**config.mk**
```make
export PLATFORM = sky130hd
export DESIGN_NAME = operand_core
export DESIGN_NICKNAME = d
export VERILOG_FILES = /design/src/design/isa_pkg.sv /design/src/design/pipe_pkg.sv /design/src/design/exec_stage.sv /design/src/design/hazard_forward.sv /design/src/design/id_ex_seg.sv /design/src/design/mem_wb_stage.sv /design/src/design/operand_core.sv /design/src/design/reg_files.sv
export VERILOG_INCLUDE_DIRS = /design/src /design/src/design
export SDC_FILE = /design/constraint.sdc
export NUM_CORES = 2
export LEC_CHECK = 0
export ABC_AREA = 1
export BUFFER_PORTS_ARGS = -buffer_cell sky130_fd_sc_hd__clkbuf_2
export CAP_MARGIN = 20
export CELL_PAD_IN_SITES_DETAIL_PLACEMENT = 0
export CELL_PAD_IN_SITES_GLOBAL_PLACEMENT = 1
export CORE_UTILIZATION = 35
export CTS_BUF_LIST = sky130_fd_sc_hd__clkbuf_2 sky130_fd_sc_hd__clkbuf_4 sky130_fd_sc_hd__clkbuf_8
export CTS_CLUSTER_SIZE = 10
export DETAILED_ROUTE_END_ITERATION = 7
export GPL_TIMING_DRIVEN = 1
export HOLD_SLACK_MARGIN = 0.03
export PLACE_DENSITY_LB_ADDON = 0.1
export SYNTH_ARGS = -nofsm -noshare
export SYNTH_HDL_FRONTEND = slang
export SYNTH_SLANG_ARGS = --single-unit
export TNS_END_PERCENT = 5
```
**constraint.sdc**
```tcl
create_clock -name clk -period 4.1 [get_ports clk]
set_clock_uncertainty 0.1 [all_clocks]
set_input_delay 0.205 -clock clk [delete_from_list [all_inputs] [get_ports clk]]
set_output_delay 0.205 -clock clk [all_outputs]
set_load 0.005 [all_outputs]
```
**src/design/pipe_consts.svh**
```systemverilog
// *************************************************************************
// pipeline constants
// data word width, register index widths and csr count
// *************************************************************************
`ifndef PIPE_CONSTS_SVH
`define PIPE_CONSTS_SVH

// data word
`define XLEN    32

// register file geometry
`define GPR_AW  5
`define CSR_AW  2
`define CSR_NUM 4

`endif

```
**src/design/isa_pkg.sv**
```systemverilog
// *************************************************************************
// isa types
// data word and register index types shared by all stages
// *************************************************************************
`default_nettype none

`include "pipe_consts.svh"

package isa_pkg;

    // architectural data word
    typedef logic [`XLEN-1:0]   word_t;

    // register file indices
    typedef logic [`GPR_AW-1:0] gpr_idx_t;
    typedef logic [`CSR_AW-1:0] csr_idx_t;

endpackage

`default_nettype wire

```
**src/design/pipe_pkg.sv**
```systemverilog
// *************************************************************************
// pipeline control types
// operation class carried down the pipe with its codes
// *************************************************************************
`default_nettype none

package pipe_pkg;

    // operation class, decoded before ID
    typedef logic [1:0] op_kind_t;

    // bubble
    localparam op_kind_t OP_NONE = 2'd0;
    localparam op_kind_t OP_ALU  = 2'd1;
    localparam op_kind_t OP_CSR  = 2'd2;
    localparam op_kind_t OP_LOAD = 2'd3;

endpackage

`default_nettype wire

```
**src/design/exec_stage.sv**
```systemverilog
// *************************************************************************
// execute stage
// operand selection against the forward unit, adder and csr update,
// EX-MEM register that holds under stall
// *************************************************************************
`timescale 1ns/100ps
`default_nettype none

module exec_stage (
    input  wire                     clk,
    input  wire                     arst_n,
    input  wire                     stall_me,
    input  wire pipe_pkg::op_kind_t ex_op,
    input  wire isa_pkg::gpr_idx_t  ex_rd,
    input  wire isa_pkg::csr_idx_t  ex_csr_rd,
    input  wire                     ex_write_gpr,
    input  wire                     ex_write_csr,
    input  wire                     ex_mem_to_reg,
    input  wire isa_pkg::word_t     ex_rs1_val, ex_rs2_val, ex_csr_val,
    input  wire                     ex_rs1_hazard, ex_rs2_hazard, ex_csr_hazard,
    input  wire isa_pkg::word_t     ex_rs1_data, ex_rs2_data, ex_csr_data,
    output pipe_pkg::op_kind_t      mem_op,
    output isa_pkg::gpr_idx_t       mem_rd,
    output isa_pkg::csr_idx_t       mem_csr_rd,
    output logic                    mem_write_gpr,
    output logic                    mem_write_csr,
    output logic                    mem_mem_to_reg,
    output isa_pkg::word_t          mem_alu_out,
    output isa_pkg::word_t          mem_csr_out
);
    import isa_pkg::*;
    import pipe_pkg::*;

    word_t op_rs1;
    word_t op_rs2;
    word_t op_csr;
    word_t sum;

    // forwarded value wins over the segment copy
    assign op_rs1 = ex_rs1_hazard ? ex_rs1_data : ex_rs1_val;
    assign op_rs2 = ex_rs2_hazard ? ex_rs2_data : ex_rs2_val;
    assign op_csr = ex_csr_hazard ? ex_csr_data : ex_csr_val;

    // alu result and load address
    assign sum = op_rs1 + op_rs2;

    always_ff @(posedge clk or negedge arst_n) begin
        if (!arst_n) begin
            mem_op         <= OP_NONE;
            mem_write_gpr  <= 1'b0;
            mem_write_csr  <= 1'b0;
            mem_mem_to_reg <= 1'b0;
        end else if (!stall_me) begin
            mem_op         <= ex_op;
            mem_write_gpr  <= ex_write_gpr;
            mem_write_csr  <= ex_write_csr;
            mem_mem_to_reg <= ex_mem_to_reg;
        end
    end

    always_ff @(posedge clk) begin
        if (!stall_me) begin
            mem_rd      <= ex_rd;
            mem_csr_rd  <= ex_csr_rd;
            // csr ops hand the old csr value to rd
            mem_alu_out <= (ex_op == OP_CSR) ? op_csr : sum;
            mem_csr_out <= op_csr | op_rs1;
        end
    end

endmodule

`default_nettype wire

```
**src/design/hazard_forward.sv**
```systemverilog
// *************************************************************************
// hazard and forward unit
// global stall and flush from the three stall levels, plus forward
// selection towards EX (MEM and WB sources) and the ID-EX register (WB)
// *************************************************************************
`timescale 1ns/100ps
`default_nettype none

`include "pipe_consts.svh"

module hazard_forward (
    input  wire                    ifu_valid,
    input  wire                    mem_rvalid,
    input  wire                    mem_wready,
    input  wire isa_pkg::gpr_idx_t id_rs1,
    input  wire isa_pkg::gpr_idx_t id_rs2,
    input  wire isa_pkg::csr_idx_t id_csr_rs,
    input  wire isa_pkg::gpr_idx_t ex_rs1,
    input  wire isa_pkg::gpr_idx_t ex_rs2,
    input  wire isa_pkg::csr_idx_t ex_csr_rs,
    input  wire                    mem_mem_to_reg,
    input  wire isa_pkg::gpr_idx_t mem_rd,
    input  wire isa_pkg::csr_idx_t mem_csr_rd,
    input  wire                    mem_write_gpr,
    input  wire                    mem_write_csr,
    input  wire isa_pkg::word_t    mem_out,
    input  wire isa_pkg::word_t    mem_alu_out,
    input  wire isa_pkg::word_t    mem_csr_out,
    input  wire isa_pkg::gpr_idx_t wb_rd,
    input  wire isa_pkg::csr_idx_t wb_csr_rd,
    input  wire                    wb_write_gpr,
    input  wire                    wb_write_csr,
    input  wire isa_pkg::word_t    wb_gpr_data,
    input  wire isa_pkg::word_t    wb_csr_data,
    output logic                   stall_if,
    output logic                   stall_id,
    output logic                   stall_me,
    output logic                   flush_wb,
    output logic                   ex_rs1_hazard, ex_rs2_hazard, ex_csr_hazard,
    output isa_pkg::word_t         ex_rs1_data, ex_rs2_data, ex_csr_data,
    output logic                   seg_rs1_hazard, seg_rs2_hazard, seg_csr_hazard,
    output isa_pkg::word_t         seg_rs1_data, seg_rs2_data, seg_csr_data
);
    logic advance;
    logic mem_hit_rs1, mem_hit_rs2, mem_hit_csr;
    logic first_rs1, first_rs2, first_csr;
    logic load_rs1, load_rs2;
    logic second_rs1, second_rs2, second_csr;

    // pipe moves only with fetch and both memory levels up
    assign advance  = ifu_valid & mem_rvalid & mem_wready;
    assign stall_if = ~advance;
    assign stall_id = ~advance;
    assign stall_me = ~advance;
    assign flush_wb = ~advance;

    // third stage: ID reads what WB writes this cycle
    assign seg_rs1_hazard = (id_rs1 == wb_rd) & wb_write_gpr;
    assign seg_rs2_hazard = (id_rs2 == wb_rd) & wb_write_gpr;
    assign seg_csr_hazard = (id_csr_rs == wb_csr_rd) & wb_write_csr;

    // EX source register written by the MEM instruction
    assign mem_hit_rs1 = (ex_rs1 == mem_rd) & mem_write_gpr;
    assign mem_hit_rs2 = (ex_rs2 == mem_rd) & mem_write_gpr;
    assign mem_hit_csr = (ex_csr_rs == mem_csr_rd) & mem_write_csr;

    // first stage from the ALU result, load-use from returned data
    assign first_rs1 = mem_hit_rs1 & ~mem_mem_to_reg;
    assign first_rs2 = mem_hit_rs2 & ~mem_mem_to_reg;
    assign load_rs1  = mem_hit_rs1 & mem_mem_to_reg;
    assign load_rs2  = mem_hit_rs2 & mem_mem_to_reg;
    // loads never write a csr
    assign first_csr = mem_hit_csr;

    // second stage, the younger MEM result shadows WB
    assign second_rs1 = (ex_rs1 == wb_rd) & wb_write_gpr & ~mem_hit_rs1;
    assign second_rs2 = (ex_rs2 == wb_rd) & wb_write_gpr & ~mem_hit_rs2;
    assign second_csr = (ex_csr_rs == wb_csr_rd) & wb_write_csr & ~mem_hit_csr;

    assign ex_rs1_hazard = second_rs1 | first_rs1 | load_rs1;
    assign ex_rs2_hazard = second_rs2 | first_rs2 | load_rs2;
    assign ex_csr_hazard = second_csr | first_csr;

    // and-or select, at most one term per operand
    assign ex_rs1_data = ({`XLEN{second_rs1}} & wb_gpr_data) |
                         ({`XLEN{load_rs1}}   & mem_out)     |
                         ({`XLEN{first_rs1}}  & mem_alu_out);
    assign ex_rs2_data = ({`XLEN{second_rs2}} & wb_gpr_data) |
                         ({`XLEN{load_rs2}}   & mem_out)     |
                         ({`XLEN{first_rs2}}  & mem_alu_out);
    assign ex_csr_data = ({`XLEN{second_csr}} & wb_csr_data) |
                         ({`XLEN{first_csr}}  & mem_csr_out);

    assign seg_rs1_data = {`XLEN{seg_rs1_hazard}} & wb_gpr_data;
    assign seg_rs2_data = {`XLEN{seg_rs2_hazard}} & wb_gpr_data;
    assign seg_csr_data = {`XLEN{seg_csr_hazard}} & wb_csr_data;

endmodule

`default_nettype wire

```
**src/design/id_ex_seg.sv**
```systemverilog
// *************************************************************************
// ID-EX segment register
// derives write enables from the op class, captures operands with the
// WB bypass on an advancing edge, refreshes forwarded operands on a stall
// *************************************************************************
`timescale 1ns/100ps
`default_nettype none

module id_ex_seg (
    input  wire                     clk,
    input  wire                     arst_n,
    input  wire                     stall_id,
    input  wire pipe_pkg::op_kind_t id_op,
    input  wire isa_pkg::gpr_idx_t  id_rs1,
    input  wire isa_pkg::gpr_idx_t  id_rs2,
    input  wire isa_pkg::csr_idx_t  id_csr_rs,
    input  wire isa_pkg::gpr_idx_t  id_rd,
    input  wire isa_pkg::csr_idx_t  id_csr_rd,
    input  wire isa_pkg::word_t     rf_rs1_data, rf_rs2_data, rf_csr_data,
    input  wire                     seg_rs1_hazard, seg_rs2_hazard, seg_csr_hazard,
    input  wire isa_pkg::word_t     seg_rs1_data, seg_rs2_data, seg_csr_data,
    input  wire                     ex_rs1_hazard, ex_rs2_hazard, ex_csr_hazard,
    input  wire isa_pkg::word_t     ex_rs1_data, ex_rs2_data, ex_csr_data,
    output pipe_pkg::op_kind_t      ex_op,
    output isa_pkg::gpr_idx_t       ex_rs1,
    output isa_pkg::gpr_idx_t       ex_rs2,
    output isa_pkg::csr_idx_t       ex_csr_rs,
    output isa_pkg::gpr_idx_t       ex_rd,
    output isa_pkg::csr_idx_t       ex_csr_rd,
    output logic                    ex_write_gpr,
    output logic                    ex_write_csr,
    output logic                    ex_mem_to_reg,
    output isa_pkg::word_t          ex_rs1_val, ex_rs2_val, ex_csr_val
);
    import pipe_pkg::*;

    logic dec_write_gpr;
    logic dec_write_csr;
    logic dec_mem_to_reg;

    // every real op writes rd, a write to x0 dies here
    assign dec_write_gpr  = (id_op != OP_NONE) && (id_rd != '0);
    assign dec_write_csr  = (id_op == OP_CSR);
    assign dec_mem_to_reg = (id_op == OP_LOAD);

    always_ff @(posedge clk or negedge arst_n) begin
        if (!arst_n) begin
            ex_op         <= OP_NONE;
            ex_write_gpr  <= 1'b0;
            ex_write_csr  <= 1'b0;
            ex_mem_to_reg <= 1'b0;
        end else if (!stall_id) begin
            ex_op         <= id_op;
            ex_write_gpr  <= dec_write_gpr;
            ex_write_csr  <= dec_write_csr;
            ex_mem_to_reg <= dec_mem_to_reg;
        end
    end

    always_ff @(posedge clk) begin
        if (!stall_id) begin
            ex_rs1     <= id_rs1;
            ex_rs2     <= id_rs2;
            ex_csr_rs  <= id_csr_rs;
            ex_rd      <= id_rd;
            ex_csr_rd  <= id_csr_rd;
            ex_rs1_val <= seg_rs1_hazard ? seg_rs1_data : rf_rs1_data;
            ex_rs2_val <= seg_rs2_hazard ? seg_rs2_data : rf_rs2_data;
            ex_csr_val <= seg_csr_hazard ? seg_csr_data : rf_csr_data;
        end else begin
            // WB gets flushed on this edge, keep what it forwards now
            if (ex_rs1_hazard) begin
                ex_rs1_val <= ex_rs1_data;
            end
            if (ex_rs2_hazard) begin
                ex_rs2_val <= ex_rs2_data;
            end
            if (ex_csr_hazard) begin
                ex_csr_val <= ex_csr_data;
            end
        end
    end

endmodule

`default_nettype wire

```
**src/design/mem_wb_stage.sv**
```systemverilog
// *************************************************************************
// memory and write-back stage
// load request outputs, load data take-up and the MEM-WB retire register
// *************************************************************************
`timescale 1ns/100ps
`default_nettype none

module mem_wb_stage (
    input  wire                     clk,
    input  wire                     arst_n,
    input  wire                     flush_wb,
    input  wire pipe_pkg::op_kind_t mem_op,
    input  wire isa_pkg::gpr_idx_t  mem_rd,
    input  wire isa_pkg::csr_idx_t  mem_csr_rd,
    input  wire                     mem_write_gpr,
    input  wire                     mem_write_csr,
    input  wire                     mem_mem_to_reg,
    input  wire isa_pkg::word_t     mem_alu_out,
    input  wire isa_pkg::word_t     mem_csr_out,
    input  wire isa_pkg::word_t     mem_rdata,
    output logic                    mem_req,
    output isa_pkg::word_t          mem_addr,
    output isa_pkg::word_t          mem_out,
    output logic                    wb_valid,
    output logic                    wb_write_gpr,
    output isa_pkg::gpr_idx_t       wb_rd,
    output isa_pkg::word_t          wb_gpr_data,
    output logic                    wb_write_csr,
    output isa_pkg::csr_idx_t       wb_csr_rd,
    output isa_pkg::word_t          wb_csr_data
);
    import pipe_pkg::*;

    // request stays up until the load leaves MEM
    assign mem_req  = mem_mem_to_reg;
    assign mem_addr = mem_alu_out;
    assign mem_out  = mem_rdata;

    always_ff @(posedge clk or negedge arst_n) begin
        if (!arst_n) begin
            wb_valid     <= 1'b0;
            wb_write_gpr <= 1'b0;
            wb_write_csr <= 1'b0;
        end else begin
            // a flush turns the slot into a bubble
            wb_valid     <= !flush_wb && (mem_op != OP_NONE);
            wb_write_gpr <= !flush_wb && mem_write_gpr;
            wb_write_csr <= !flush_wb && mem_write_csr;
        end
    end

    always_ff @(posedge clk) begin
        wb_rd       <= mem_rd;
        wb_csr_rd   <= mem_csr_rd;
        wb_gpr_data <= mem_mem_to_reg ? mem_out : mem_alu_out;
        wb_csr_data <= mem_csr_out;
    end

endmodule

`default_nettype wire

```
**src/design/operand_core.sv**
```systemverilog
// *************************************************************************
// operand delivery core
// register files, ID-EX register, execute, memory/write-back and the
// hazard and forward unit tied into one pipeline slice
// *************************************************************************
`timescale 1ns/100ps
`default_nettype none

module operand_core (
    input  wire                     clk,
    input  wire                     arst_n,
    input  wire pipe_pkg::op_kind_t id_op,
    input  wire isa_pkg::gpr_idx_t  id_rs1,
    input  wire isa_pkg::gpr_idx_t  id_rs2,
    input  wire isa_pkg::csr_idx_t  id_csr_rs,
    input  wire isa_pkg::gpr_idx_t  id_rd,
    input  wire isa_pkg::csr_idx_t  id_csr_rd,
    input  wire                     ifu_valid,
    input  wire                     mem_rvalid,
    input  wire                     mem_wready,
    input  wire isa_pkg::word_t     mem_rdata,
    output logic                    mem_req,
    output isa_pkg::word_t          mem_addr,
    output logic                    wb_valid,
    output logic                    wb_write_gpr,
    output isa_pkg::gpr_idx_t       wb_rd,
    output isa_pkg::word_t          wb_gpr_data,
    output logic                    wb_write_csr,
    output isa_pkg::csr_idx_t       wb_csr_rd,
    output isa_pkg::word_t          wb_csr_data
);
    import isa_pkg::*;
    import pipe_pkg::*;

    // stall and flush
    logic     stall_id, stall_me, flush_wb;

    // ID read data and forward paths
    word_t    rf_rs1_data, rf_rs2_data, rf_csr_data;
    logic     seg_rs1_hazard, seg_rs2_hazard, seg_csr_hazard;
    word_t    seg_rs1_data, seg_rs2_data, seg_csr_data;
    logic     ex_rs1_hazard, ex_rs2_hazard, ex_csr_hazard;
    word_t    ex_rs1_data, ex_rs2_data, ex_csr_data;

    // EX stage fields
    op_kind_t ex_op;
    gpr_idx_t ex_rs1, ex_rs2, ex_rd;
    csr_idx_t ex_csr_rs, ex_csr_rd;
    logic     ex_write_gpr, ex_write_csr, ex_mem_to_reg;
    word_t    ex_rs1_val, ex_rs2_val, ex_csr_val;

    // MEM stage fields
    op_kind_t mem_op;
    gpr_idx_t mem_rd;
    csr_idx_t mem_csr_rd;
    logic     mem_write_gpr, mem_write_csr, mem_mem_to_reg;
    word_t    mem_alu_out, mem_csr_out, mem_out;

    reg_files u_reg_files (
        .clk       (clk),
        .arst_n    (arst_n),
        .rs1       (id_rs1),
        .rs2       (id_rs2),
        .csr_rs    (id_csr_rs),
        .rs1_data  (rf_rs1_data),
        .rs2_data  (rf_rs2_data),
        .csr_data  (rf_csr_data),
        .write_gpr (wb_write_gpr),
        .write_csr (wb_write_csr),
        .rd        (wb_rd),
        .csr_rd    (wb_csr_rd),
        .gpr_data  (wb_gpr_data),
        .csr_wdata (wb_csr_data)
    );

    id_ex_seg u_id_ex_seg (.*);

    // no fetch stage in this slice
    hazard_forward u_hazard_forward (
        .stall_if (),
        .*
    );

    exec_stage u_exec_stage (.*);

    mem_wb_stage u_mem_wb_stage (.*);

endmodule

`default_nettype wire

```
**src/design/reg_files.sv**
```systemverilog
// *************************************************************************
// register files
// gpr file with x0 tied to zero and a small csr file,
// combinational reads in ID, writes from WB on the clock edge
// *************************************************************************
`timescale 1ns/100ps
`default_nettype none

`include "pipe_consts.svh"

module reg_files (
    input  wire                    clk,
    input  wire                    arst_n,
    input  wire isa_pkg::gpr_idx_t rs1,
    input  wire isa_pkg::gpr_idx_t rs2,
    input  wire isa_pkg::csr_idx_t csr_rs,
    output isa_pkg::word_t         rs1_data,
    output isa_pkg::word_t         rs2_data,
    output isa_pkg::word_t         csr_data,
    input  wire                    write_gpr,
    input  wire                    write_csr,
    input  wire isa_pkg::gpr_idx_t rd,
    input  wire isa_pkg::csr_idx_t csr_rd,
    input  wire isa_pkg::word_t    gpr_data,
    input  wire isa_pkg::word_t    csr_wdata
);
    import isa_pkg::*;

    localparam int GPR_NUM = 1 << `GPR_AW;

    // x0 has no storage
    word_t gpr [1:GPR_NUM-1];
    word_t csr [`CSR_NUM];

    always_ff @(posedge clk or negedge arst_n) begin
        if (!arst_n) begin
            for (int i = 1; i < GPR_NUM; i++) begin
                gpr[i] <= '0;
            end
            for (int i = 0; i < `CSR_NUM; i++) begin
                csr[i] <= '0;
            end
        end else begin
            if (write_gpr && rd != '0) begin
                gpr[rd] <= gpr_data;
            end
            if (write_csr) begin
                csr[csr_rd] <= csr_wdata;
            end
        end
    end

    // same-cycle WB writes reach ID through the third-stage forward
    assign rs1_data = (rs1 == '0) ? '0 : gpr[rs1];
    assign rs2_data = (rs2 == '0) ? '0 : gpr[rs2];
    assign csr_data = csr[csr_rs];

endmodule

`default_nettype wire

```
# == Word level (Yosys, flattened, before mapping) ==
# Cells that the tools add are included.
# totals
register_bits,1390
out_inout_bits,107
# classes
n_eq_ne,12
order_cmp,7
bitwise_logic,49
mux,28
reduce_logical,13
addsub,1
# op_table
cell,count
$bwmux W992,1
$mux W32,21
$and A32 B32 Y32,11
$bmux W32 S5,2
$or A32 B32 Y32,6
$demux W32 S5,1
$bwmux W128,1
$bmux W32 S2,1
$demux W32 S2,1
$add A32 B32 Y32,1
$eq A5 B5 Y1,6
$and A1 B1 Y1,18
$ge A6 B6 Y1 const B,3
$not A5 Y6,3
$logic_not A5 Y1,2
$reduce_bool A5 Y1,2
$logic_and A1 B1 Y1,7
$eq A2 B2 Y1,3
$eq A2 B2 Y1 const B,3
$ge A3 B3 Y1 const B,2
$lt A6 B1 Y1 const B,1
$not A2 Y3,2
$or A1 B1 Y1,5
$not A1 Y1,4
2 further kinds,3

# == Depth between registers and ports, before layout ==
# depth
ltp_word,10
mapped_depth,27

# == Hierarchy ==
# A second synthesis with hierarchy kept.
# hier_totals
cells_unflattened,11265
area_unflattened_um2,79473.7
# modules_own_cells
mod,cells_each,seq_area_each_um2,instances,area_per_inst_um2
reg_files,8870,28026.9,1,61037.3
exec_stage,864,2257.2,1,6419.9
id_ex_seg,573,3578.4,1,5683.0
hazard_forward,709,0.0,1,3834.9
mem_wb_stage,249,1496.4,1,2498.6

# == Worst setup path before layout ==
# OpenSTA, ideal clock, no wires.
# synth_path
path_type,input-to-reg
startpoint,input port ifu_valid
endpoint,register u_id_ex_seg.ex_csr_val[27]
slack_ps,106
setup_ps,271
t_arrival_ps,3623
path_stages,5
path_buffers,2
cell_sequence,nand3_1 > inv_1 > clkbuf_1 > clkbuf_1 > o21ai_0
# synth_via
elab_chain_len,3
# synth_rtl
item,line,text
"start, declared",operand_core.sv:18,"input wire ifu_valid,"
$and A1 B1 Y1 (2 in series),hazard_forward.sv:51,assign advance = ifu_valid & mem_rvalid & mem_wready;
named net u_hazard_forward.advance,hazard_forward.sv:44,logic advance;
$mux W32,id_ex_seg.sv:61,if (!stall_id) begin
"end signal, assigned",id_ex_seg.sv:69,ex_csr_val <= seg_csr_hazard ? seg_csr_data : rf_csr_data;
"end signal, assigned",id_ex_seg.sv:79,ex_csr_val <= ex_csr_data;
"end, declared",id_ex_seg.sv:33,"output isa_pkg::word_t ex_rs1_val, ex_rs2_val, ex_csr_val"
# The timed path passes the listed nets, and every way through them passes these cells.
# A chain may end at the register's enable or synchronous reset.

# == Worst setup path in the final report ==
# layout_path
startpoint,register u_exec_stage.mem_rd[3]
endpoint,register u_exec_stage.mem_alu_out[23] (data pin)
# layout_via
elab_chain_len,10
# layout_rtl
item,line,text
"start, declared",exec_stage.sv:23,"output isa_pkg::gpr_idx_t mem_rd,"
"start signal, assigned",exec_stage.sv:63,mem_rd <= ex_rd;
"$eq A5 B5 Y1, on equally long branches","hazard_forward.sv:63, hazard_forward.sv:64",
"$and A1 B1 Y1, on equally long branches","hazard_forward.sv:63, hazard_forward.sv:64",
"$not A1 Y1, on equally long branches","hazard_forward.sv:76, hazard_forward.sv:77",
"$and A1 B1 Y1, on equally long branches","hazard_forward.sv:76, hazard_forward.sv:77",
"$and A32 B32 Y32, on equally long branches","hazard_forward.sv:85, hazard_forward.sv:88",
"$or A32 B32 Y32, on equally long branches (2 in series)","hazard_forward.sv:85, hazard_forward.sv:88",
"$mux W32, on equally long branches",-,
$add A32 B32 Y32 *,exec_stage.sv:45,assign sum = op_rs1 + op_rs2;
$mux W32 *,exec_stage.sv:66,mem_alu_out <= (ex_op == OP_CSR) ? op_csr : sum;
"end signal, assigned",exec_stage.sv:66,
"end, declared",exec_stage.sv:28,"output isa_pkg::word_t mem_alu_out,"
# Every way passes the cells marked *; elsewhere a longest branch is shown, timed or not.

==> impl_results.md <==
- Status: finished clean
- Vias/cell: 5.85
- FF+latch count, synth: 1390
- Synth Area per Inst: 7.82 µm²
- RSZ-0062 raised after global routing: true
- Max-cap violation count: 0
- IO Pins: 165
- # fillers: 20638
- Port Buffers: 164
- R2R setup slack: 150 ps
- Nets@finish: 9353
- Tmin final: 3950 ps
- Share of layout cells above drive strength 1: 12.6%
- Seq/Total Area, Yosys: 48.0%
- Critical Path RT: 4770 ps
- Wirelength per Cell: 28.2 µm
- Fin crit share: 96.3%
- Root Driver: clkbuf_8
- Synth Area in Compound Gates: 27.6%
- # rows: 165
- Die height: 454 µm
- Largest Register: u_reg_files.gpr
- Initial antenna violation count: 17
- First-pass GRT wire length: 492 mm
- Peak VDD IR: 380 µV
- Core ar.: 0.203 mm²
- CP Capture Type: flip-flop
- Initial Util: 35.3%
- Synthesized Nets: 9238
- Top flop regs: u_reg_files.gpr (992), u_reg_files.csr (128)
- Pre-CTS setup slack: 29.6 ps
- Area grow syn2layout: 17.0%
- Sink Count: 1390
- Fmax: 253 MHz
- Post-DRT Antenna Nets: 0
- RR Endpoint: u_exec_stage.mem_alu_out[23]$_DFFE_PP_
- Power Density: 475 mW/mm²
- Final wirelength: 343 mm
- Post-Layout Cell Count: 12144
- Setup violators final: 0
- R2R cell count: 23
- Yosys warnings: 0
- Critical Path Source: u_exec_stage.mem_rd[3]$_DFFE_PP_
- Kind of critical path: flip-flop to flip-flop
- Hpwl dp: 209 mm
- Vias in the first global route: 67058
- Final worst slack: 152 ps
- Worst slew pin tran: 1160 ps
- DP Cell Count: 11553
- Post-Synth Simple-Gate Area: 15.1%
- Post-synth top flop: dfrtp_1
- Reg-to-Reg Start: u_exec_stage.mem_rd[3]$_DFFE_PP_
- CTS tree: yes
- Critical Path End: u_exec_stage.mem_alu_out[23]$_DFFE_PP_
- Final Max Slew Viols: 0
- Leak: 35.8 nW
- Xor/xnor share of the synthesized area: 0.122%
- Main combinational cell family by area after synthesis: compound AO/OA/AOI/OAI gates
- Slew headroom: 22.5%
- Worst Setup Start Kind: flip-flop
- Number of buffers created by CTS: 286
- Global-route usage over all layers: 32.5%
- Worst EP arrival: 4620 ps
- Global route overflow: 0
- Distinct cell type count after synthesis: 62
- Mapped Cells: 9152
- Via Count: 71092
- Post-synth EDFFs: 90
- Worst-path clk slew: 60 ps
- HP Class: primary input to flip-flop
- Adder-cell share of the synthesized area: 0.500%
- Final hold viol count: 0
- Largest register FFs: 992
- Mux cell area share after synthesis: 0.0839%
- TritonRoute pass-1 iters: 8
- GPL Wtd Cong: 0.923
- Residual DRC: 0
- Mapped Area: 0.0716 mm²
- Largest net degree at the start of global routing: 124
- Crit Path Max Fanout: 7
- Chip Width: 454 µm
- Drt initial violations: 9026
- Die area: 0.206 mm²
- Share of synthesized flip-flops with an asynchronous set or reset: 81.5%
- Worst skew pair latency: 1080 ps
- H-Tree Depth: 5
- CTS Buffer Depth: 4
[power breakdown]
| group | internal [mW] | total [mW] | switching (mW) |
|---|---|---|---|
| sequential | 15.1 | 15.8 | 0.711 |
| clock | 8.96 | 15.6 | 6.62 |
| combinational | 2.57 | 8.50 | 5.94 |
| total | 26.6 | 39.8 | 13.3 |
[synth_stat cells, types with 51 or more instances]
| library cell | count | area share, % |
|---|---|---|
| o211ai_1 | 101 | 1.1 |
| inv_1 | 770 | 4.0 |
| edfxtp_1 | 90 | 3.8 |
| buf_1 | 63 | 0.33 |
| a21oi_1 | 1016 | 7.1 |
| dfrtp_1 | 1133 | 40 |
| o221ai_1 | 115 | 1.4 |
| nand2_1 | 1577 | 8.3 |
| o21ai_0 | 1740 | 12 |
| clkbuf_1 | 727 | 3.8 |
| a221oi_1 | 51 | 0.62 |
| o2111ai_1 | 238 | 2.9 |
| dfxtp_1 | 167 | 4.7 |
| nand3_1 | 465 | 3.3 |
| o22ai_1 | 67 | 0.59 |
| nor2_1 | 446 | 2.3 |
[critical path, stage by stage, from the launching register on]
cell and delay [ps]:
edfxtp_1 440, inv_1 80, nand2_1 60, nand2_1 50, nor2_1 190, nand3_4 200
nand2_2 160, inv_1 180, nand2_1 110, o221ai_1 140, ha_1 330, inv_1 90
nor4_2 330, nand3_1 110, nand4_1 120, nand4_1 150, nand2_1 140, inv_2 50
o21ai_4 210, nand2_1 120, nand2_1 80, nand2_1 50, nand3_1 70, nand2_1 70
[placed cells by master, fill, tap and decap left out, types with 101 or more instances in the layout]
cell type	count
clkbuf_8	347
nand2_1	1562
dfxtp_1	167
clkbuf_2	155
nand3_1	456
o2111ai_1	237
o221ai_1	115
o21ai_0	1740
a21oi_1	1016
buf_4	321
inv_1	762
nor2_1	430
o211ai_1	101
dfrtp_1	1132
clkbuf_4	108
[through the flow]
step                      total power, mW  TNS (ps)  instance area (µm²)  util [%]  hold slack, ps
final                                39.8         0                83800      41.3             127
after global routing                 41.5      -105                83800      41.3             118
after CTS                            40.0         0                83700      41.3            38.1
after detailed placement             24.2         0                76800      37.9             155
after global placement               24.2         0                76700      37.9             152
after floorplan                      20.3         0                71600         -            -191
[cell families (layout without fill, tap and decap cells)]
| group | count (synthesis) | after routing |
|---|---|---|
| AOI/OAI and AO/OA | 3495 | 3495 |
| muxes | 6 | 6 |
| DFF | 1390 | 1390 |
| and+or+nand+nor | 2614 | 2614 |
| other | 0 | 4 |
| buffers and inverters | 1609 | 1925 |
| xor gates and xnor gates | 10 | 10 |
| adders and majority gates | 28 | 28 |
[repair_timing]
item,4_1_cts,5_1_grt
gates resized for setup,0,19
endpoints found under the hold margin,1323,0
setup buffers,0,1
setup endpoints to repair,0,18
hold buffers,97,0
[how the worst min path moves through the flow]
stage,endpoint,startpoint,slack (ps),depth (start not counted)
2_1_floorplan,u_exec_stage.mem_mem_to_reg$_DFFE_PN0P_,arst_n,-190,0
3_3_place_gp,u_reg_files.gpr[620]$_DFFE_PN0P_,arst_n,150,1
3_5_place_dp,u_reg_files.gpr[524]$_DFFE_PN0P_,arst_n,160,1
4_1_cts,u_mem_wb_stage.wb_gpr_data[4]$_DFF_P_,mem_rdata[4],40,6
5_1_grt,u_id_ex_seg.ex_rs2[3]$_DFFE_PP_,id_rs2[3],120,2
6_report,u_mem_wb_stage.wb_gpr_data[4]$_DFF_P_,mem_rdata[4],130,6
[per-layer routing]
layer / global-route usage, % / vias up / part of all wire, % / wire (µm)
met1: 46.2 / 35021 / 45 / 153000
met4: 11.5 / 14 / 3.6 / 12400
met5: 0 / - / 0.032 / 109
met3: 6.97 / 659 / 9.0 / 30700
met2: 48.5 / 3541 / 43 / 147000
li1: - / 31857 / - / -
[final cells by class]
cell class	instances	area [µm²]	share of cell area, %
Inverter	792	3040	3.63
Antenna cell	4	10.0	0.0119
Clock buffer	455	5590	6.67
Multi-Input combinational cell	6153	31500	37.6
Sequential cell	1390	34400	41.0
Clock inverter	34	329	0.393
Tap cell	2672	3340	3.99
Timing Repair Buffer	644	5560	6.64
No activity file was read; power rests on OpenSTA's default activity.
